--- config.mk ---
export PLATFORM = sky130hd
export DESIGN_NAME = rw_arbiter
export DESIGN_NICKNAME = d
export VERILOG_FILES = /design/src/axil_pkg.sv /design/src/rw_arbiter.sv
export SDC_FILE = /design/constraint.sdc
export NUM_CORES = 1
export LEC_CHECK = 0
export BUFFER_PORTS_ARGS = -buffer_cell sky130_fd_sc_hd__buf_2
export CAP_MARGIN = 20
export CORE_AREA = 2 2 173 175
export DETAILED_ROUTE_END_ITERATION = 6
export DIE_AREA = 0 0 175 177
export SYNTH_ARGS = -nofsm -noshare
export SYNTH_HDL_FRONTEND = slang
export SYNTH_SLANG_ARGS = --single-unit
--- constraint.sdc ---
create_clock -name i_aclk -period 3.4 [get_ports i_aclk]
set_input_delay 0.68 -clock i_aclk [delete_from_list [all_inputs] [get_ports i_aclk]]
set_output_delay 0.68 -clock i_aclk [all_outputs]
set_load 0.05 [all_outputs]
--- src/axil_pkg.sv ---
// Bus widths, SRAM size and limits, slave wait count, prot and response codes, FSM states
`default_nettype none

package axil_pkg;

  // ------------------------------
  // Bus geometry
  localparam int ADDR_W = 32;
  localparam int DATA_W = 64;
  localparam int STRB_W = DATA_W / 8;  // One strobe per byte

  // ------------------------------
  // SRAM and slave timing
  localparam int MEM_WORDS = 256;      // 64-bit words
  localparam int MEM_IDX_W = $clog2(MEM_WORDS);
  localparam logic [ADDR_W-1:0] MEM_LIMIT = ADDR_W'(MEM_WORDS * 8);  // First byte out of range
  localparam int SLV_WAIT = 2;         // Cycles before each ready or response
  localparam int WAIT_W = $clog2(SLV_WAIT + 1);
  localparam logic [WAIT_W-1:0] WAIT_LOAD = WAIT_W'(SLV_WAIT - 1);

  // ------------------------------
  // AXI codes
  // Unprivileged, secure, data access
  localparam logic [2:0] AXI_PROT_DATA = 3'b000;
  localparam logic [1:0] RESP_OKAY = 2'b00;
  localparam logic [1:0] RESP_SLVERR = 2'b10;

  // Master channel machines
  typedef enum logic [1:0] {RD_IDLE, RD_ADDR, RD_DATA, RD_DONE} rd_state_e;
  typedef enum logic [1:0] {WR_IDLE, WR_ADDR, WR_RESP, WR_DONE} wr_state_e;

endpackage

`default_nettype wire

--- src/rw_arbiter.sv ---
// Fixed-priority arbiter sharing one request port between load/store and fetch
`timescale 1ns/100ps
`default_nettype none

module rw_arbiter (
  input  wire                         i_aclk,
  input  wire                         i_rst_n,
  // Fetch side
  input  wire                         i_if_valid,
  input  wire [axil_pkg::ADDR_W-1:0]  i_if_addr,
  output logic                        o_if_addr_ok,
  output logic                        o_if_data_ok,
  output logic [axil_pkg::DATA_W-1:0] o_if_rdata,
  output logic                        o_if_err,
  // Load/store side
  input  wire                         i_ls_valid,
  input  wire                         i_ls_wen,
  input  wire [axil_pkg::ADDR_W-1:0]  i_ls_addr,
  input  wire [axil_pkg::DATA_W-1:0]  i_ls_wdata,
  input  wire [axil_pkg::STRB_W-1:0]  i_ls_wstrb,
  output logic                        o_ls_addr_ok,
  output logic                        o_ls_data_ok,
  output logic [axil_pkg::DATA_W-1:0] o_ls_rdata,
  output logic                        o_ls_err,
  // Master side
  output logic                        o_req_valid,
  output logic                        o_req_wen,
  output logic [axil_pkg::ADDR_W-1:0] o_req_addr,
  output logic [axil_pkg::DATA_W-1:0] o_req_wdata,
  output logic [axil_pkg::STRB_W-1:0] o_req_wstrb,
  input  wire                         i_req_addr_ok,
  input  wire                         i_req_data_ok,
  input  wire [axil_pkg::DATA_W-1:0]  i_req_rdata,
  input  wire                         i_req_err
);

  logic busy;      // Request in flight, grant locked
  logic owner_ls;  // Load/store owns the grant
  logic sel_ls;

  // Load/store first when idle, locked owner otherwise
  assign sel_ls = busy ? owner_ls : i_ls_valid;

  // ------------------------------
  // Request mux
  assign o_req_valid = ~busy & (i_ls_valid | i_if_valid);
  assign o_req_wen   = sel_ls & i_ls_wen;  // Fetch is read only
  assign o_req_addr  = sel_ls ? i_ls_addr : i_if_addr;
  assign o_req_wdata = sel_ls ? i_ls_wdata : '0;
  assign o_req_wstrb = sel_ls ? i_ls_wstrb : '0;

  // ------------------------------
  // Response routing
  assign o_ls_addr_ok = i_req_addr_ok & sel_ls;
  assign o_if_addr_ok = i_req_addr_ok & ~sel_ls;
  assign o_ls_data_ok = i_req_data_ok & owner_ls;
  assign o_if_data_ok = i_req_data_ok & ~owner_ls;
  assign o_ls_rdata   = owner_ls ? i_req_rdata : '0;
  assign o_if_rdata   = owner_ls ? '0 : i_req_rdata;
  assign o_ls_err     = i_req_err & owner_ls;
  assign o_if_err     = i_req_err & ~owner_ls;

  // Grant lock from addr_ok to data_ok
  always_ff @(posedge i_aclk or negedge i_rst_n) begin
    if (!i_rst_n) begin
      busy     <= 1'b0;
      owner_ls <= 1'b0;
    end else if (i_req_addr_ok) begin
      busy     <= 1'b1;
      owner_ls <= sel_ls;
    end else if (i_req_data_ok) begin
      busy <= 1'b0;
    end
  end

endmodule

`default_nettype wire

== Yosys cells after proc, flatten, opt, wreduce, memory -nomap -nowiden ==
Index checks and enable logic that the tools add are counted.
Storage, ports and cells
  input port bits: 208
  word-level logic and storage cells: 23
  output and inout bits: 240
  register bits after elaboration: 2
Operators by class
  reductions and logical operators: 1
  mux-type cells: 8
  bitwise gates (word level): 12
Operators with widths (number)
  $mux 64: 3
  $mux 32: 1
  $and 1x1->1: 8
  $mux 8: 1
  $mux 1: 3
  $not 1->1: 3
  $reduce_bool 2->1: 1
  $or 1x1->1: 1

== Logic depth before layout (Yosys ltp) ==
  depth after elaboration: 3
  depth in mapped cells: 4
  gate-level depth less buffers: 2

== Least setup slack after synthesis ==
OpenSTA, ideal clock, no wires.
  path type: input port to output port
  start: input i_ls_valid
  end: output o_req_wdata[41] in the netlist's numbering
  stages: 4
  required time: 2.720 ns
  data arrival time: 1.766 ns
  buffers on the path: 2
  slack: 0.954 ns
  cells stage by stage: mux2i_4 -> buf_6 -> buf_6 -> nor2b_1
Between the ends
  cells in the longest elaborated chain, start to end: 2
RTL lines
  start: declaration: RTL line rw_arbiter.sv:16  | input wire i_ls_valid,
  $mux 1: RTL line rw_arbiter.sv:42  | assign sel_ls = busy ? owner_ls : i_ls_valid;
  $mux 64: RTL line rw_arbiter.sv:49  | assign o_req_wdata = sel_ls ? i_ls_wdata : '0;
  end: declaration: RTL line rw_arbiter.sv:29  | output logic [axil_pkg::DATA_W-1:0] o_req_wdata,
No other way between the ends.

== Final worst setup path ==
  start: input i_ls_valid
  end: output o_req_addr[14] in the netlist's numbering
Between the ends
  cells in the longest elaborated chain, start to end: 2
RTL lines
  $mux 1: RTL line rw_arbiter.sv:42
  $mux 32: RTL line rw_arbiter.sv:48  | assign o_req_addr = sel_ls ? i_ls_addr : i_if_addr;
  end: declaration: RTL line rw_arbiter.sv:28  | output logic [axil_pkg::ADDR_W-1:0] o_req_addr,
No other way between the ends.

==> impl_metrics.ini <==
[status]
status = finished, final reports clean

[global_routing]
antenna_found_initial = 0
use_met2 = 0.102
grt_max_degree = 134
grt_pass1_wl_um = 14400
groute.usage.overall = 0.0569
grtUsageMet1 = 0.0750
top_usage_layer = met2
grtUsageMet3 = 0.00515
grt_remaining_overflow = 0
grt_pass1_vias = 2720

[yosys]
ys_types = 12
yosys.area_share.simple = 0.644
synthAdderAreaFrac = 0
avgSynthCellArea_um2 = 7.43
synth_compound_area_frac = 0.00370
ys_warn_count = 0
synthXorXnorAreaFrac = 0
synth_cells = 273
ys_ff_latch = 2
synth_nets = 481
synthMuxAreaShare = 0.253
synth_area_um2 = 2030
synth_top_family_by_area = simple AND/OR/NAND/NOR gates
synth_seq_area_share = 0.0247

[place]
dp_slack_ps = 700
placed_cells = 1087
io_buffers = 447
gp_congestion = 0.814
dpl.hpwl_um = 9530

[timing]
slew_headroom = 0.631
worstMarginPinSlew_ps = 554
slew_viol_final = 0
hold_viol_final = 0
setup_viol_count_final = 0
rsz0062_at_grt = no
finalSetupTns_ps = 0
fin_crit_sh = 0.798
layout_min_cycle_time_ps = 2710
fmax_ghz = 0.368
clock_skew_ps = 3.69
setup_ws_ps = 686

[worst_setup_path]
cp_data_required_time_ps = 2720
slowest_stage = buf_12
critical_path.max_fanout = 107
worstSetupEndpointType = output pin
arrival_ps = 2030
critPathMaxStageDelay_ps = 410
path_class = input port to output pin
crit_top_cell = buf_2
critPathLaunchType = input port
crit_chain = buf_2, mux2i_4, buf_12, mux2_4, buf_2

[routing]
detail-route-antenna-nets = 0
post_drt_wl_per_cell_um = 9.97
vias = 3310
first_pass_iters = 4
vias_per_cell = 3.03
drc = 0
drt-initial-drc-count = 109
routed_wl_um = 10900

[die]
start_util = 0.0694
core_area_um2 = 29200
die_w_um = 175
core.rowCount = 63
pin_count = 448
die_area_um2 = 31000
die_y_um = 177

[power]
power.leakage_nw = 2.79
p_per_area_nw_per_um2 = 510
vdd_ir_drop_max_mv = 0.351
finalPower_mw = 2.41

[clock_network]
cts_tree = yes
cts_buffers = 3
postCtsSetupBuffers = 0
cts_hold_buffers = 0
cts_max_path_buffers = 2
htree_levels = 1
clock_latency_ps = 220
cts_resized = 0
cts-root-buf = clkbuf_16
clock-sinks = 2
clk_pin_slew_ps = 30

[cells_and_area]
final_common_cell = buf_2
diodes = 0
area_growth_syn_to_layout_pct = 133
n_fill_cell = 3321
final_cells = 1091
fin_nets = 910
drive_gt1_frac = 0.695
final_cell_mix = 447 x buf_2, 140 x nor2b_1, 67 x and2_1
fin_util = 0.162

[job]
maxCapViolCount = 0

[worst_hold_path]
hold_class = input port to async pin
-- worst paths after layout --
kind	from	endpoint	slack, ps	depth (start not counted)
hold / removal	i_rst_n	owner_ls	240	1
setup reg to reg	owner_ls	owner_ls	2290	2
setup / recovery	i_ls_valid	o_req_addr[14]	690	5
hold reg to reg	busy	busy	630	1
min in group i_aclk	busy	busy	630	1
max in group asynchronous	i_rst_n	owner_ls	3050	1
-- per-layer routing --
layer  part of all wire  routed length, um  vias up
met3              0.069                755        2
li1                   -                  -     1690
met1               0.41               4490     1429
met2               0.51               5590      189
met4             0.0040                 44        0
met5                  0                  0        -
-- cell usage after synthesis --
cell type,number,area [um^2]
a21o_1,1,7.51
nor2_1,3,11.3
mux2i_4,1,22.5
nor2b_1,140,876
inv_1,1,3.75
dfrtp_1,2,50.1
clkbuf_1,17,63.8
mux2_4,32,480
buf_6,7,78.8
and2_1,67,419
mux2_2,1,11.3
buf_2,1,5.00
-- kinds of logic (layout without fill, tap and decap cells) --
group / count (synthesis) / count (layout)
and+or+nand+nor: 210 / 210
DFF: 2 / 2
muxes: 34 / 34
AOI/OAI and AO/OA: 1 / 1
buffers and inverters: 26 / 454
-- final cells by class --
type                            instances  area [um^2]  area share
Multi-Input combinational cell        245         1830       0.387
Timing Repair Buffer                  449         2280       0.481
Sequential cell                         2         53.8      0.0114
Tap cell                              390          488       0.103
Clock buffer                            4         78.8      0.0167
Inverter                                1         3.75    0.000794
-- metrics by stage --
step	hold WS, ps	cell area, um^2
after global routing	237	4730
after detailed placement	471	4650
after floorplan	384	2030
final	240	4730
after CTS	238	4730
after global placement	466	4650
-- critical path, delay by kind of cell --
family                 cells  cell delay, ps
buffers and inverters      3             740
muxes                      2             510
-- state kept, by name, summed over array words and instances, names as in the netlist --
signal    flops
busy          1
owner_ls      1
-- report_power, final --
| group | internal (mW) | switching [mW] | total (mW) |
|---|---|---|---|
| combinational | 0.546 | 1.65 | 2.20 |
| sequential | 0.0287 | 0.00505 | 0.0337 |
| clock | 0.154 | 0.0282 | 0.183 |
| total | 0.729 | 1.68 | 2.41 |
Note: power is estimated with default switching activity, not from simulation.
