==> src/axil_pkg.sv <==
// Bus widths, SRAM size and limits, slave wait count, prot and response codes, FSM states
`default_nettype none

package axil_pkg;

  // ------------------------------
  // Bus geometry
  localparam int ADDR_W = 32;
  localparam int DATA_W = 64;
  localparam int STRB_W = DATA_W / 8;  // One strobe per byte

  // ------------------------------
  // SRAM and slave timing
  localparam int MEM_WORDS = 256;      // 64-bit words
  localparam int MEM_IDX_W = $clog2(MEM_WORDS);
  localparam logic [ADDR_W-1:0] MEM_LIMIT = ADDR_W'(MEM_WORDS * 8);  // First byte out of range
  localparam int SLV_WAIT = 2;         // Cycles before each ready or response
  localparam int WAIT_W = $clog2(SLV_WAIT + 1);
  localparam logic [WAIT_W-1:0] WAIT_LOAD = WAIT_W'(SLV_WAIT - 1);

  // ------------------------------
  // AXI codes
  // Unprivileged, secure, data access
  localparam logic [2:0] AXI_PROT_DATA = 3'b000;
  localparam logic [1:0] RESP_OKAY = 2'b00;
  localparam logic [1:0] RESP_SLVERR = 2'b10;

  // Master channel machines
  typedef enum logic [1:0] {RD_IDLE, RD_ADDR, RD_DATA, RD_DONE} rd_state_e;
  typedef enum logic [1:0] {WR_IDLE, WR_ADDR, WR_RESP, WR_DONE} wr_state_e;

endpackage

`default_nettype wire

==> src/axil_master.sv <==
// AXI-lite master turning one accepted request into a single read or write transaction
`timescale 1ns/100ps
`default_nettype none

module axil_master (
  input  wire                         i_aclk,
  input  wire                         i_rst_n,
  // Request port
  input  wire                         i_req_valid,
  input  wire                         i_req_wen,
  input  wire [axil_pkg::ADDR_W-1:0]  i_req_addr,
  input  wire [axil_pkg::DATA_W-1:0]  i_req_wdata,
  input  wire [axil_pkg::STRB_W-1:0]  i_req_wstrb,
  output logic                        o_req_addr_ok,
  output logic                        o_req_data_ok,
  output logic [axil_pkg::DATA_W-1:0] o_req_rdata,
  output logic                        o_req_err,
  // Write address
  output logic                        o_awvalid,
  input  wire                         i_awready,
  output logic [axil_pkg::ADDR_W-1:0] o_awaddr,
  output logic [2:0]                  o_awprot,
  // Write data
  output logic                        o_wvalid,
  input  wire                         i_wready,
  output logic [axil_pkg::DATA_W-1:0] o_wdata,
  output logic [axil_pkg::STRB_W-1:0] o_wstrb,
  // Write response
  input  wire                         i_bvalid,
  output logic                        o_bready,
  input  wire [1:0]                   i_bresp,
  // Read address
  output logic                        o_arvalid,
  input  wire                         i_arready,
  output logic [axil_pkg::ADDR_W-1:0] o_araddr,
  output logic [2:0]                  o_arprot,
  // Read data
  input  wire                         i_rvalid,
  output logic                        o_rready,
  input  wire [axil_pkg::DATA_W-1:0]  i_rdata,
  input  wire [1:0]                   i_rresp
);

  axil_pkg::rd_state_e rd_state;
  axil_pkg::wr_state_e wr_state;

  logic aw_pend, w_pend;  // Channel still waiting for its handshake
  logic aw_fire, w_fire, b_fire, ar_fire, r_fire;
  logic accept;

  logic [axil_pkg::ADDR_W-1:0] addr_q;
  logic [axil_pkg::DATA_W-1:0] wdata_q;
  logic [axil_pkg::STRB_W-1:0] wstrb_q;

  assign aw_fire = o_awvalid & i_awready;
  assign w_fire  = o_wvalid & i_wready;
  assign b_fire  = o_bready & i_bvalid;
  assign ar_fire = o_arvalid & i_arready;
  assign r_fire  = o_rready & i_rvalid;

  // One transaction at a time, both machines must be idle
  assign o_req_addr_ok = i_req_valid & (rd_state == axil_pkg::RD_IDLE)
                         & (wr_state == axil_pkg::WR_IDLE);
  assign accept        = o_req_addr_ok;
  assign o_req_data_ok = (rd_state == axil_pkg::RD_DONE) | (wr_state == axil_pkg::WR_DONE);

  // Request fields held stable for the channels
  always_ff @(posedge i_aclk) begin
    if (accept) begin
      addr_q  <= i_req_addr;
      wdata_q <= i_req_wdata;
      wstrb_q <= i_req_wstrb;
    end
  end

  // ------------------------------
  // Write machine
  always_ff @(posedge i_aclk or negedge i_rst_n) begin
    if (!i_rst_n) begin
      wr_state <= axil_pkg::WR_IDLE;
      aw_pend  <= 1'b0;
      w_pend   <= 1'b0;
    end else begin
      case (wr_state)
        axil_pkg::WR_IDLE: if (accept && i_req_wen) begin
          wr_state <= axil_pkg::WR_ADDR;
          aw_pend  <= 1'b1;
          w_pend   <= 1'b1;
        end
        axil_pkg::WR_ADDR: begin
          aw_pend <= aw_pend & ~aw_fire;
          w_pend  <= w_pend & ~w_fire;
          if ((!aw_pend || aw_fire) && (!w_pend || w_fire))
            wr_state <= axil_pkg::WR_RESP;  // bready from next cycle
        end
        axil_pkg::WR_RESP: if (b_fire) wr_state <= axil_pkg::WR_DONE;
        default:           wr_state <= axil_pkg::WR_IDLE;
      endcase
    end
  end

  // ------------------------------
  // Read machine
  always_ff @(posedge i_aclk or negedge i_rst_n) begin
    if (!i_rst_n) begin
      rd_state <= axil_pkg::RD_IDLE;
    end else begin
      case (rd_state)
        axil_pkg::RD_IDLE: if (accept && !i_req_wen) rd_state <= axil_pkg::RD_ADDR;
        axil_pkg::RD_ADDR: if (ar_fire) rd_state <= axil_pkg::RD_DATA;
        axil_pkg::RD_DATA: if (r_fire) rd_state <= axil_pkg::RD_DONE;
        default:           rd_state <= axil_pkg::RD_IDLE;
      endcase
    end
  end

  // Completion data, shown with data_ok
  always_ff @(posedge i_aclk or negedge i_rst_n) begin
    if (!i_rst_n) begin
      o_req_err <= 1'b0;
    end else if (r_fire) begin
      o_req_err <= (i_rresp != axil_pkg::RESP_OKAY);
    end else if (b_fire) begin
      o_req_err <= (i_bresp != axil_pkg::RESP_OKAY);
    end
  end

  always_ff @(posedge i_aclk) begin
    if (r_fire) o_req_rdata <= i_rdata;  // Held until the next read
  end

  // ------------------------------
  // Channel outputs
  assign o_awvalid = (wr_state == axil_pkg::WR_ADDR) & aw_pend;
  assign o_wvalid  = (wr_state == axil_pkg::WR_ADDR) & w_pend;
  assign o_bready  = (wr_state == axil_pkg::WR_RESP);
  assign o_arvalid = (rd_state == axil_pkg::RD_ADDR);
  assign o_rready  = (rd_state == axil_pkg::RD_DATA);
  assign o_awaddr  = addr_q;
  assign o_araddr  = addr_q;
  assign o_wdata   = wdata_q;
  assign o_wstrb   = wstrb_q;
  assign o_awprot  = axil_pkg::AXI_PROT_DATA;
  assign o_arprot  = axil_pkg::AXI_PROT_DATA;

endmodule

`default_nettype wire

==> config.mk <==
export PLATFORM = sky130hd
export DESIGN_NAME = axil_master
export DESIGN_NICKNAME = d
export VERILOG_FILES = /design/src/axil_pkg.sv /design/src/axil_master.sv
export SDC_FILE = /design/constraint.sdc
export NUM_CORES = 1
export LEC_CHECK = 0
export BUFFER_PORTS_ARGS = -buffer_cell sky130_fd_sc_hd__buf_2
export CAP_MARGIN = 20
export CORE_AREA = 3 3 150 152
export CTS_CLUSTER_DIAMETER = 120
export DETAILED_ROUTE_END_ITERATION = 7
export DIE_AREA = 0 0 153 155
export GPL_ROUTABILITY_DRIVEN = 0
export SLEW_MARGIN = 15
export SYNTH_ARGS = -nofsm -noshare
export SYNTH_HDL_FRONTEND = slang
export SYNTH_SLANG_ARGS = --single-unit
export TNS_END_PERCENT = 30
==> constraint.sdc <==
create_clock -name i_aclk -period 2.5 [get_ports i_aclk]
set_input_delay 0 -clock i_aclk [delete_from_list [all_inputs] [get_ports i_aclk]]
set_output_delay 0 -clock i_aclk [all_outputs]
set_load 0.01 [all_outputs]
* Word-level counts from Yosys, hierarchy flattened
Index checks and enable logic that the tools add are counted.
** Word-level totals
- Register bits :: 175
- Input port bits :: 181
- Output and inout port bits :: 214
** Cells by class
- Equality and inequality tests :: 12
- Multiplexer cells :: 13
- Bitwise gates (word level) :: 14
- Reduce and logical (&&, ||, !) cells :: 17
** Operator list (count)
- 2-bit 2-to-1 mux :: 6
- 2-bit one-hot mux with 3 select lines :: 2
- 1-bit AND :: 11
- 2-bit by 1-bit inequality test with 1-bit output (second input constant) :: 5
- 2-bit == test (second input constant) :: 4
- 2-bit nonzero test :: 4
- 3-bit AND reduction :: 2
- 2-bit by 1-bit == test with 1-bit output (second input constant) :: 2
- 2-bit logical NOT :: 2
- 1-bit one-hot mux with 2 select lines :: 2
- 1-bit logical AND :: 3
- 1-bit logical NOT :: 3
- 1-bit 2-to-1 mux :: 3
- 1-bit logical OR :: 2
- 2-bit inequality test (second input constant) :: 1
- 1-bit NOT :: 2
- 2-bit AND reduction :: 1
- 1-bit bitwise OR :: 1

* Longest topological paths before layout
Gate-level depths: netlist of run 1.
- Depth after elaboration :: 7
- Mapped depth :: 6
- Gate-level depth less buffers :: 6

* Worst setup path after synthesis of run 1
No wires, ideal clock.
- Path type :: flip-flop to flip-flop
- Start point :: register rd_state[0]
- End point :: register o_req_rdata[0] (netlist name), enable pin
- Library setup time :: 431 ps
- Arrival time :: 2316 ps
- Data required time :: 2069 ps
- Path slack :: -246 ps
- Stages on the path, launching flop included :: 4
- Path buffers :: 0
- Period minus slack after synthesis :: 2746 ps
- Cells stage by stage :: dfrtp_1 -> inv_1 -> ha_1 -> and2_1
** On the way
- Cells in the longest elaborated chain, start to end :: 2
** Ends and longest elaborated chain
- from (decl) :: line axil_master.sv:44 : axil_pkg::rd_state_e rd_state;
- from (signal assigned) :: line axil_master.sv:106 : rd_state <= axil_pkg::RD_IDLE;
- from (signal assigned) :: line axil_master.sv:109 : axil_pkg::RD_IDLE: if (accept && !i_req_wen) rd_state <= axil_pkg::RD_ADDR;
- from (signal assigned) :: line axil_master.sv:110 : axil_pkg::RD_ADDR: if (ar_fire) rd_state <= axil_pkg::RD_DATA;
- 2-bit == test :: line axil_master.sv:138 : assign o_rready = (rd_state == axil_pkg::RD_DATA);
- via o_rready :: line axil_master.sv:39 : output logic o_rready,
- 1-bit AND :: line axil_master.sv:59 : assign r_fire = o_rready & i_rvalid;
- via r_fire :: line axil_master.sv:48 : logic aw_fire, w_fire, b_fire, ar_fire, r_fire;
- to (signal assigned) :: line axil_master.sv:129 : if (r_fire) o_req_rdata <= i_rdata;
- to (decl) :: line axil_master.sv:16 : output logic [axil_pkg::DATA_W-1:0] o_req_rdata,
The timed path passes the listed nets, and every way through them passes these cells.
A chain may end at the register's enable or synchronous reset.

* Final worst setup path of run 1
- Start point :: register rd_state[0]
- End point :: register o_req_err
** On the way
- Cells in the longest elaborated chain, start to end :: 3
** Ends and longest elaborated chain
- 2-bit == test (*) :: line axil_master.sv:138
- 1-bit AND (*) :: line axil_master.sv:59
- via r_fire :: line axil_master.sv:48
- 1-bit 2-to-1 mux or 2-bit nonzero test (tied branches)
- to (signal assigned) :: line axil_master.sv:122 : o_req_err <= (i_rresp != axil_pkg::RESP_OKAY);
- to (signal assigned) :: line axil_master.sv:124 : o_req_err <= (i_bresp != axil_pkg::RESP_OKAY);
- to (decl) :: line axil_master.sv:17 : output logic o_req_err,
Mark *: on every way through the listed nets, which the timed path passes. The rest lies on a longest branch.

==> run summary, run 1 <==
num rows = 53
# setup viols final = 0
LEAKAGE = 4.44 nW
Seq cells post-synth = 175
cts repair resizes = 0
Tmin final = 2.28 ns
Setup Buffers After CTS = 0
ANT cells = 0
delay-heaviest family, CP = buffers and inverters
Cell Chain, Critical Path = inv_1, ha_1, and2_2, buf_12, nor2_1, a21oi_1, dlygate4sd3_1
number of enable flip-flop cells after synthesis = 168
DRT antenna net count = 0
global-route wire length before repair = 28600 um
# DRC = 0
Slowest-stage cell, CP = dlygate4sd3_1
Final HPWL DP = 13400 um
vias in the first global route = 4954
clk buf depth = 2
vias = 4489
Worst setup SP type = register
Clock H-tree levels = 4
die area = 23700 um2
I/O Buffers = 388
Initial Util = 27.7%
Post-Syn Area = 5860 um2
power per cell area = 793 nW/um2
Die Wd = 153 um
Synth Warn # = 0
Hold WC Path Type = input port to register
Rel. slew slack = 60.7%
area grow syn2layout = 76.7%
Tcrit/Tclk final = 91.0%
Synth top area share = 86.1%
CTS Sinks = 175
# IOs = 395
count leader, synth = edfxtp_1
ys async rst share = 4.00%
DRT iter0 DRCs = 202
Fin. Hold Viols = 0
hold buffers post-CTS = 178
area of the core = 21200 um2
DR top layer = met5
Worst Max-Slew Pin Slew = 0.590 ns
Critical Path Max Stage Delay = 0.55 ns
clk_lat worst skew = 0.42 ns
gr usage total = 15.7%
Routed WL = 19100 um
Commonest cells post-synth = 168 x edfxtp_1, 38 x buf_4, 11 x inv_1
wl on met1 = 7060 um
Placed Cells = 902
sequential-to-total area share from yosys stat = 89.1%
clock-pin slew on the worst setup and hold paths = 0.07 ns
CP Max Fanout = 19
total grt overflow = 0
Via-to-Cell Ratio = 4.04
largest net degree at the start of global routing = 59
Non-Filler Instances = 1111
initial antenna violation count = 2
RSZ-0062 raised after global routing = false
status = complete, no violations
nets = 1015
die extent in y = 155 um
WL per Instance = 17.2 um
top post-synthesis cells by area = edfxtp_1 86%, buf_4 4.9%, dfrtp_1 3.0%
Routed met2 length = 9830 um
Critical Path Sink Type = register
VDD IR max = 467 uV
buffers and inverters on the worst path = 3
syn avg cell area = 22.2 um2
final hold slack = 0.0284 ns
Synth Instances = 264
CP required = 2.85 ns
dominant synthesized flop cell = edfxtp_1
CTS buffer count = 17
Clock Root Buffer = clkbuf_16
distinct cell type count after synthesis = 22
Max Cap Viol = 0
Peak Freq = 439 MHz
WP data arrival = 2.63 ns
max-slew violation count = 0
layout cells sized above 1 = 51.6%
Final Skew = 0.00887 ns
TritonCTS clock tree = done
post-synth top area cell = edfxtp_1
crit path kind = register to register
DR pass1 iterations = 5
DR WL met3 = 1700 um
## layout by cell type (no fill, tap or decap), types with 2 or more instances in the layout
master and instances:
buf_2 388, edfxtp_1 168, a21oi_1 4, buf_12 4
nand2_1 2, clkinv_4 3, conb_1 6, ha_1 10
o21bai_1 2, buf_4 4, dfrtp_1 7, and2_1 2
a31oi_1 3, inv_8 5, clkinvlp_4 3, inv_1 11
clkbuf_16 17, dlygate4sd3_1 178, nor2_1 4, mux2i_1 2
clkinv_8 3
## routing by layer
layer	track usage (%)	vias to the layer above
met5	0	-
met4	5.64	4
met3	5.84	26
met2	27.8	266
met1	17.6	2119
li1	-	2074
## logic make-up (layout without fill, tap and decap cells)
family | count (synthesis) | in the layout | share of synthesized area, %
DFF | 175 | 175 | 89.1
buffers and inverters | 49 | 616 | 5.57
AOI/OAI and AO/OA | 13 | 13 | 1.45
and+or+nand+nor | 13 | 13 | 1.15
adders and majority gates | 10 | 10 | 2.14
muxes | 3 | 3 | 0.534
other | 1 | 6 | 0.0640
## worst register-to-register path, cell delays in order, from the launching register on
cell           delay, ns
dfrtp_1             0.42
inv_1               0.12
ha_1                0.20
and2_2              0.54
buf_12              0.23
nor2_1              0.05
a21oi_1             0.10
dlygate4sd3_1       0.55
## sequential cells by signal (all words and copies together), names as in the netlist
name         count
o_req_rdata     64
o_wstrb          8
o_araddr        32
o_wdata         64
w_pend           1
wr_state         2
aw_pend          1
o_req_err        1
rd_state         2
## final cells by class
type | instances | area (um2)
Multi-Input combinational cell | 45 | 337
Clock buffer | 17 | 425
Sequential cell | 175 | 5220
Inverter | 11 | 41.3
Timing Repair Buffer | 574 | 3830
Tap cell | 275 | 344
Fill cell | 1822 | 10800
Clock inverter | 14 | 154
## per-stage QoR
step	total power, W	worst slack (ns)	utilization (%)	area (um2)	TNS (ns)
detailed placement	0.00544	0.686	37.8	7990	0
global route	0.00862	0.0743	49.0	10400	0
finish	0.00821	0.224	49.0	10400	0
floorplan	0.00469	-0.00672	-	5880	-0.699
CTS	0.00832	0.257	49.0	10400	0
global placement	0.00541	0.704	37.8	7990	0
## power by group
part	internal (W)	switching [W]	total, W	leakage (nW)
Clock	0.00133	0.00126	0.00260	0.273
Combinational	0.000807	0.000937	0.00174	2.55
Sequential	0.00372	0.000149	0.00387	1.61
## worst paths after layout
kind | endpoint | slack [ns] | cells after the start | from
setup / recovery | o_req_err$_DFFE_PN0P_ | 0.22 | 7 | rd_state[0]$_DFFE_PN0P_
hold / removal | rd_state[0]$_DFFE_PN0P_ | 0.03 | 4 | i_arready
setup reg to reg | o_req_err$_DFFE_PN0P_ | 0.22 | 7 | rd_state[0]$_DFFE_PN0P_
hold reg to reg | wr_state[1]$_DFFE_PN0P_ | 0.61 | 1 | wr_state[1]$_DFFE_PN0P_
max in group asynchronous | o_req_err$_DFFE_PN0P_ | 1.71 | 3 | i_rst_n
min in group asynchronous | w_pend$_DFFE_PN0P_ | 0.53 | 3 | i_rst_n
(Power assumes the default switching activity.)
==> inputs of run 2 (changes only) <==
--- a/config.mk
+++ b/config.mk
@@ -5,12 +5,13 @@
 export SDC_FILE = /design/constraint.sdc
 export NUM_CORES = 1
 export LEC_CHECK = 0
+export ABC_AREA = 1
 export BUFFER_PORTS_ARGS = -buffer_cell sky130_fd_sc_hd__buf_2
 export CAP_MARGIN = 20
-export CORE_AREA = 3 3 150 152
+export CORE_AREA = 3 3 154 156
 export CTS_CLUSTER_DIAMETER = 120
 export DETAILED_ROUTE_END_ITERATION = 7
-export DIE_AREA = 0 0 153 155
+export DIE_AREA = 0 0 157 159
 export GPL_ROUTABILITY_DRIVEN = 0
 export SLEW_MARGIN = 15
 export SYNTH_ARGS = -nofsm -noshare
==> run 2 against run 1 <==
Die area is 5.3% higher. Synthesized area is 1.3% higher. Total power rose by 4.8%. Clock skew up 0.0010 ns. Combinational power increased by 14%. Critical path depth is the same. First-iteration DRC count is 0.50% lower. Sequential share of layout area shrank 0.36 points. Register-to-register slack better by 0.02 ns. Non-clock buffer count fell by 5. Worst setup slack better by 0.022 ns. Clock power is essentially flat. Critical endpoint unchanged.
==> run summary, run 2 <==
status = complete, no violations
crit path kind = register to register
Routed WL = 18300 um (-4.0%)
gr usage total = 14.5% (-1.3 points)
vias in the first global route = 5037 (+1.7%)
power per cell area = 825 nW/um2 (+4.1%)
Synth Instances = 289 (+9.5%)
Hold Path Sink = rd_state[1]$_DFFE_PN0P_
count leader, synth = edfxtp_1
# IOs = 395 (unchanged)
vias = 4523 (+0.76%)
CTS Sinks = 175 (unchanged)
Final HPWL DP = 12500 um (-6.8%)
dominant synthesized flop cell = edfxtp_1
CP required = 2.80 ns (-0.05 ns)
number of enable flip-flop cells after synthesis = 168 (unchanged)
Worst setup SP type = register
Initial Util = 26.4% (-1.3 points)
FF-to-FF path depth = 7 (unchanged)
syn avg cell area = 20.5 um2 (-7.4%)
die area = 25000 um2 (+5.3%)
setup slack at placement = 0.716 ns (+0.0302 ns)
post-synth top area cell = edfxtp_1
max-slew violation count = 0 (unchanged)
distinct cell type count after synthesis = 22 (unchanged)
Max Cap Viol = 0 (unchanged)
Hold WC Path Type = input port to register
global-route wire length before repair = 27600 um (-3.4%)
clk buf depth = 2 (unchanged)
final hold slack = 0.0323 ns (+0.00390 ns)
Final WS setup = 0.246 ns (+0.0218 ns)
Hold Path Origin = i_arready
Via-to-Cell Ratio = 3.96 (-1.9%)
TritonCTS clock tree = done
Post-Syn Area = 5940 um2 (+1.3%)
Cell Chain, Critical Path = inv_2, ha_1, nand2_1, nor3_1, dlygate4sd3_1, a31oi_1, dlygate4sd3_1
ys async rst share = 4.00% (unchanged)
delay-heaviest family, CP = buffers and inverters
Synth top area share = 85.0% (-1.1 points)
I/O Buffers = 388 (unchanged)
Synth Warn # = 0 (unchanged)
Critical Path Max Stage Delay = 0.57 ns (+0.02 ns)
LEAKAGE = 4.49 nW (+1.2%)
buffers and inverters on the worst path = 3 (unchanged)
RSZ-0062 raised after global routing = false
cts repair resizes = 0 (unchanged)
final core utilization = 46.3% (-2.6 points)
dominant cell type by count on the critical path = dlygate4sd3_1
num rows = 55 (+3.8%)
initial antenna violation count = 0 (-2)
DRT antenna net count = 0 (unchanged)
WL per Instance = 16.0 um (-6.5%)
ANT cells = 0 (unchanged)
clock-pin slew on the worst setup and hold paths = 0.07 ns (about the same)
DRT iter0 DRCs = 201 (-0.50%)
Worst Setup SP = rd_state[0]$_DFFE_PN0P_
Seq cells post-synth = 175 (unchanged)
Fin. Hold Viols = 0 (unchanged)
Peak Freq = 444 MHz (+0.97%)
FF-to-FF End = o_req_err$_DFFE_PN0P_
sequential-to-total area share from yosys stat = 87.9% (-1.2 points)
worst hold stages = 7 (+3)
FF-to-FF setup slack = 0.25 ns (+0.02 ns)
VDD IR max = 398 uV (-15%)
setup tns final = 0 ns (unchanged)
Placed Cells = 932 (+3.3%)
Slowest-stage cell, CP = dlygate4sd3_1
area of the core = 22500 um2 (+6.4%)
Die Wd = 157 um (+2.6%)
# DRC = 0 (unchanged)
area grow syn2layout = 75.6%
top post-synthesis cells by area = edfxtp_1 85%, buf_4 4.9%, dfrtp_1 2.9%
most common cell after layout, fill and taps aside = buf_2
# setup viols final = 0 (unchanged)
total grt overflow = 0 (unchanged)
most frequent cells in the layout = 388 x buf_2, 177 x dlygate4sd3_1, 168 x edfxtp_1
largest net degree at the start of global routing = 53 (-10%)
CTS buffer count = 17 (unchanged)
Commonest cells post-synth = 168 x edfxtp_1, 39 x buf_4, 27 x nand2_1
Clock H-tree levels = 4 (unchanged)
nets = 1034 (+1.9%)
layout cells sized above 1 = 51.1% (-0.50 points)
Reg2Reg Launch Point = rd_state[0]$_DFFE_PN0P_
Final Skew = 0.00990 ns (+0.00102 ns)
Tcrit/Tclk final = 90.2% (-0.87 points)
die extent in y = 159 um (+2.6%)
CP Max Fanout = 5 (-14)
Clock Root Buffer = clkbuf_16
DR pass1 iterations = 4 (-1)
clk_lat worst skew = 0.42 ns (about the same)
Tmin final = 2.25 ns (-0.0218 ns)
WP data arrival = 2.55 ns (-0.08 ns)
Non-Filler Instances = 1141 (+2.7%)
Critical Path Sink Type = register
[run 2: cell count changes after synthesis, sizes merged, moves of 2 or more]
| cell | delta |
|---|---|
| o21ai | +2 |
| nand4 | +2 |
| nand2 | +26 |
| nand3 | +2 |
| and2 | -3 |
| inv | +5 |
| mux2i | -2 |
| a21oi | -3 |
[run 2: final cells by class]
cell class                      instances  area [um2]
Clock inverter                         14         163
Multi-Input combinational cell         64         417
Fill cell                            1944       12100
Inverter                               16        63.8
Timing Repair Buffer                  569        3780
Sequential cell                       175        5220
Tap cell                              285         357
Clock buffer                           18         429
[run 2: tightest hold or removal path, cell delays in order]
cell and delay, ns:
buf_2 0.10, inv_1 0.04, nand2_1 0.04, nand2_1 0.07, nor2_1 0.06, nand2_1 0.05, nand2_1 0.05
[run 2: worst max-delay path by stage]
| stage | cells after the start | endpoint | slack [ns] |
|---|---|---|---|
| after floorplan | 4 | o_araddr[0]$_DFFE_PN_ | -0.20 |
| after global placement | 5 | o_wdata[12]$_DFFE_PN_ | 0.77 |
| after detailed placement | 5 | o_req_rdata[56]$_DFFE_PP_ | 0.72 |
| after CTS | 7 | o_req_err$_DFFE_PN0P_ | 0.26 |
| after global routing | 7 | o_req_err$_DFFE_PN0P_ | 0.06 |
| final | 7 | o_req_err$_DFFE_PN0P_ | 0.25 |
[run 2: what timing repair did]
| action | in CTS | in global routing |
|---|---|---|
| endpoints found under the hold margin | 182 | 0 |
| buffers inserted | 0 | 0 |
| hold buffers | 177 | 0 |
[run 2: stage by stage]
| stage | area, um2 | total power [W] |
|---|---|---|
| final | 10400 | 0.00861 |
| after floorplan | 5990 | 0.00506 |
| after detailed placement | 8070 | 0.00583 |
| after global routing | 10400 | 0.00909 |
| after CTS | 10400 | 0.00872 |
| after global placement | 8070 | 0.00580 |
[run 2: layer usage]
metal / part of all wire, % / track usage, % / vias up
met3: 8.9 / 5.41 / 34
met1: 38 / 16.0 / 2096
met2: 50 / 24.7 / 264
met4: 3.3 / 6.17 / 0
met5: 0 / 0 / -
li1: - / - / 2129
[run 2: cell families (layout without fill, tap and decap cells)]
logic type | Yosys count | count (layout) | synth area share, %
AO/OA/AOI/OAI | 9 | 9 | 1.14
adder cells (fa/ha/maj) | 10 | 10 | 2.11
buffers and inverters | 55 | 617 | 5.94
flip-flops | 175 | 175 | 87.9
other | 1 | 6 | 0.0632
AND/OR/NAND/NOR | 39 | 39 | 2.84
[run 2: power by group]
part	internal, W	switching (W)	total (W)
combinational	0.000876	0.00112	0.00199
clock	0.00135	0.00127	0.00262
sequential	0.00380	0.000189	0.00399
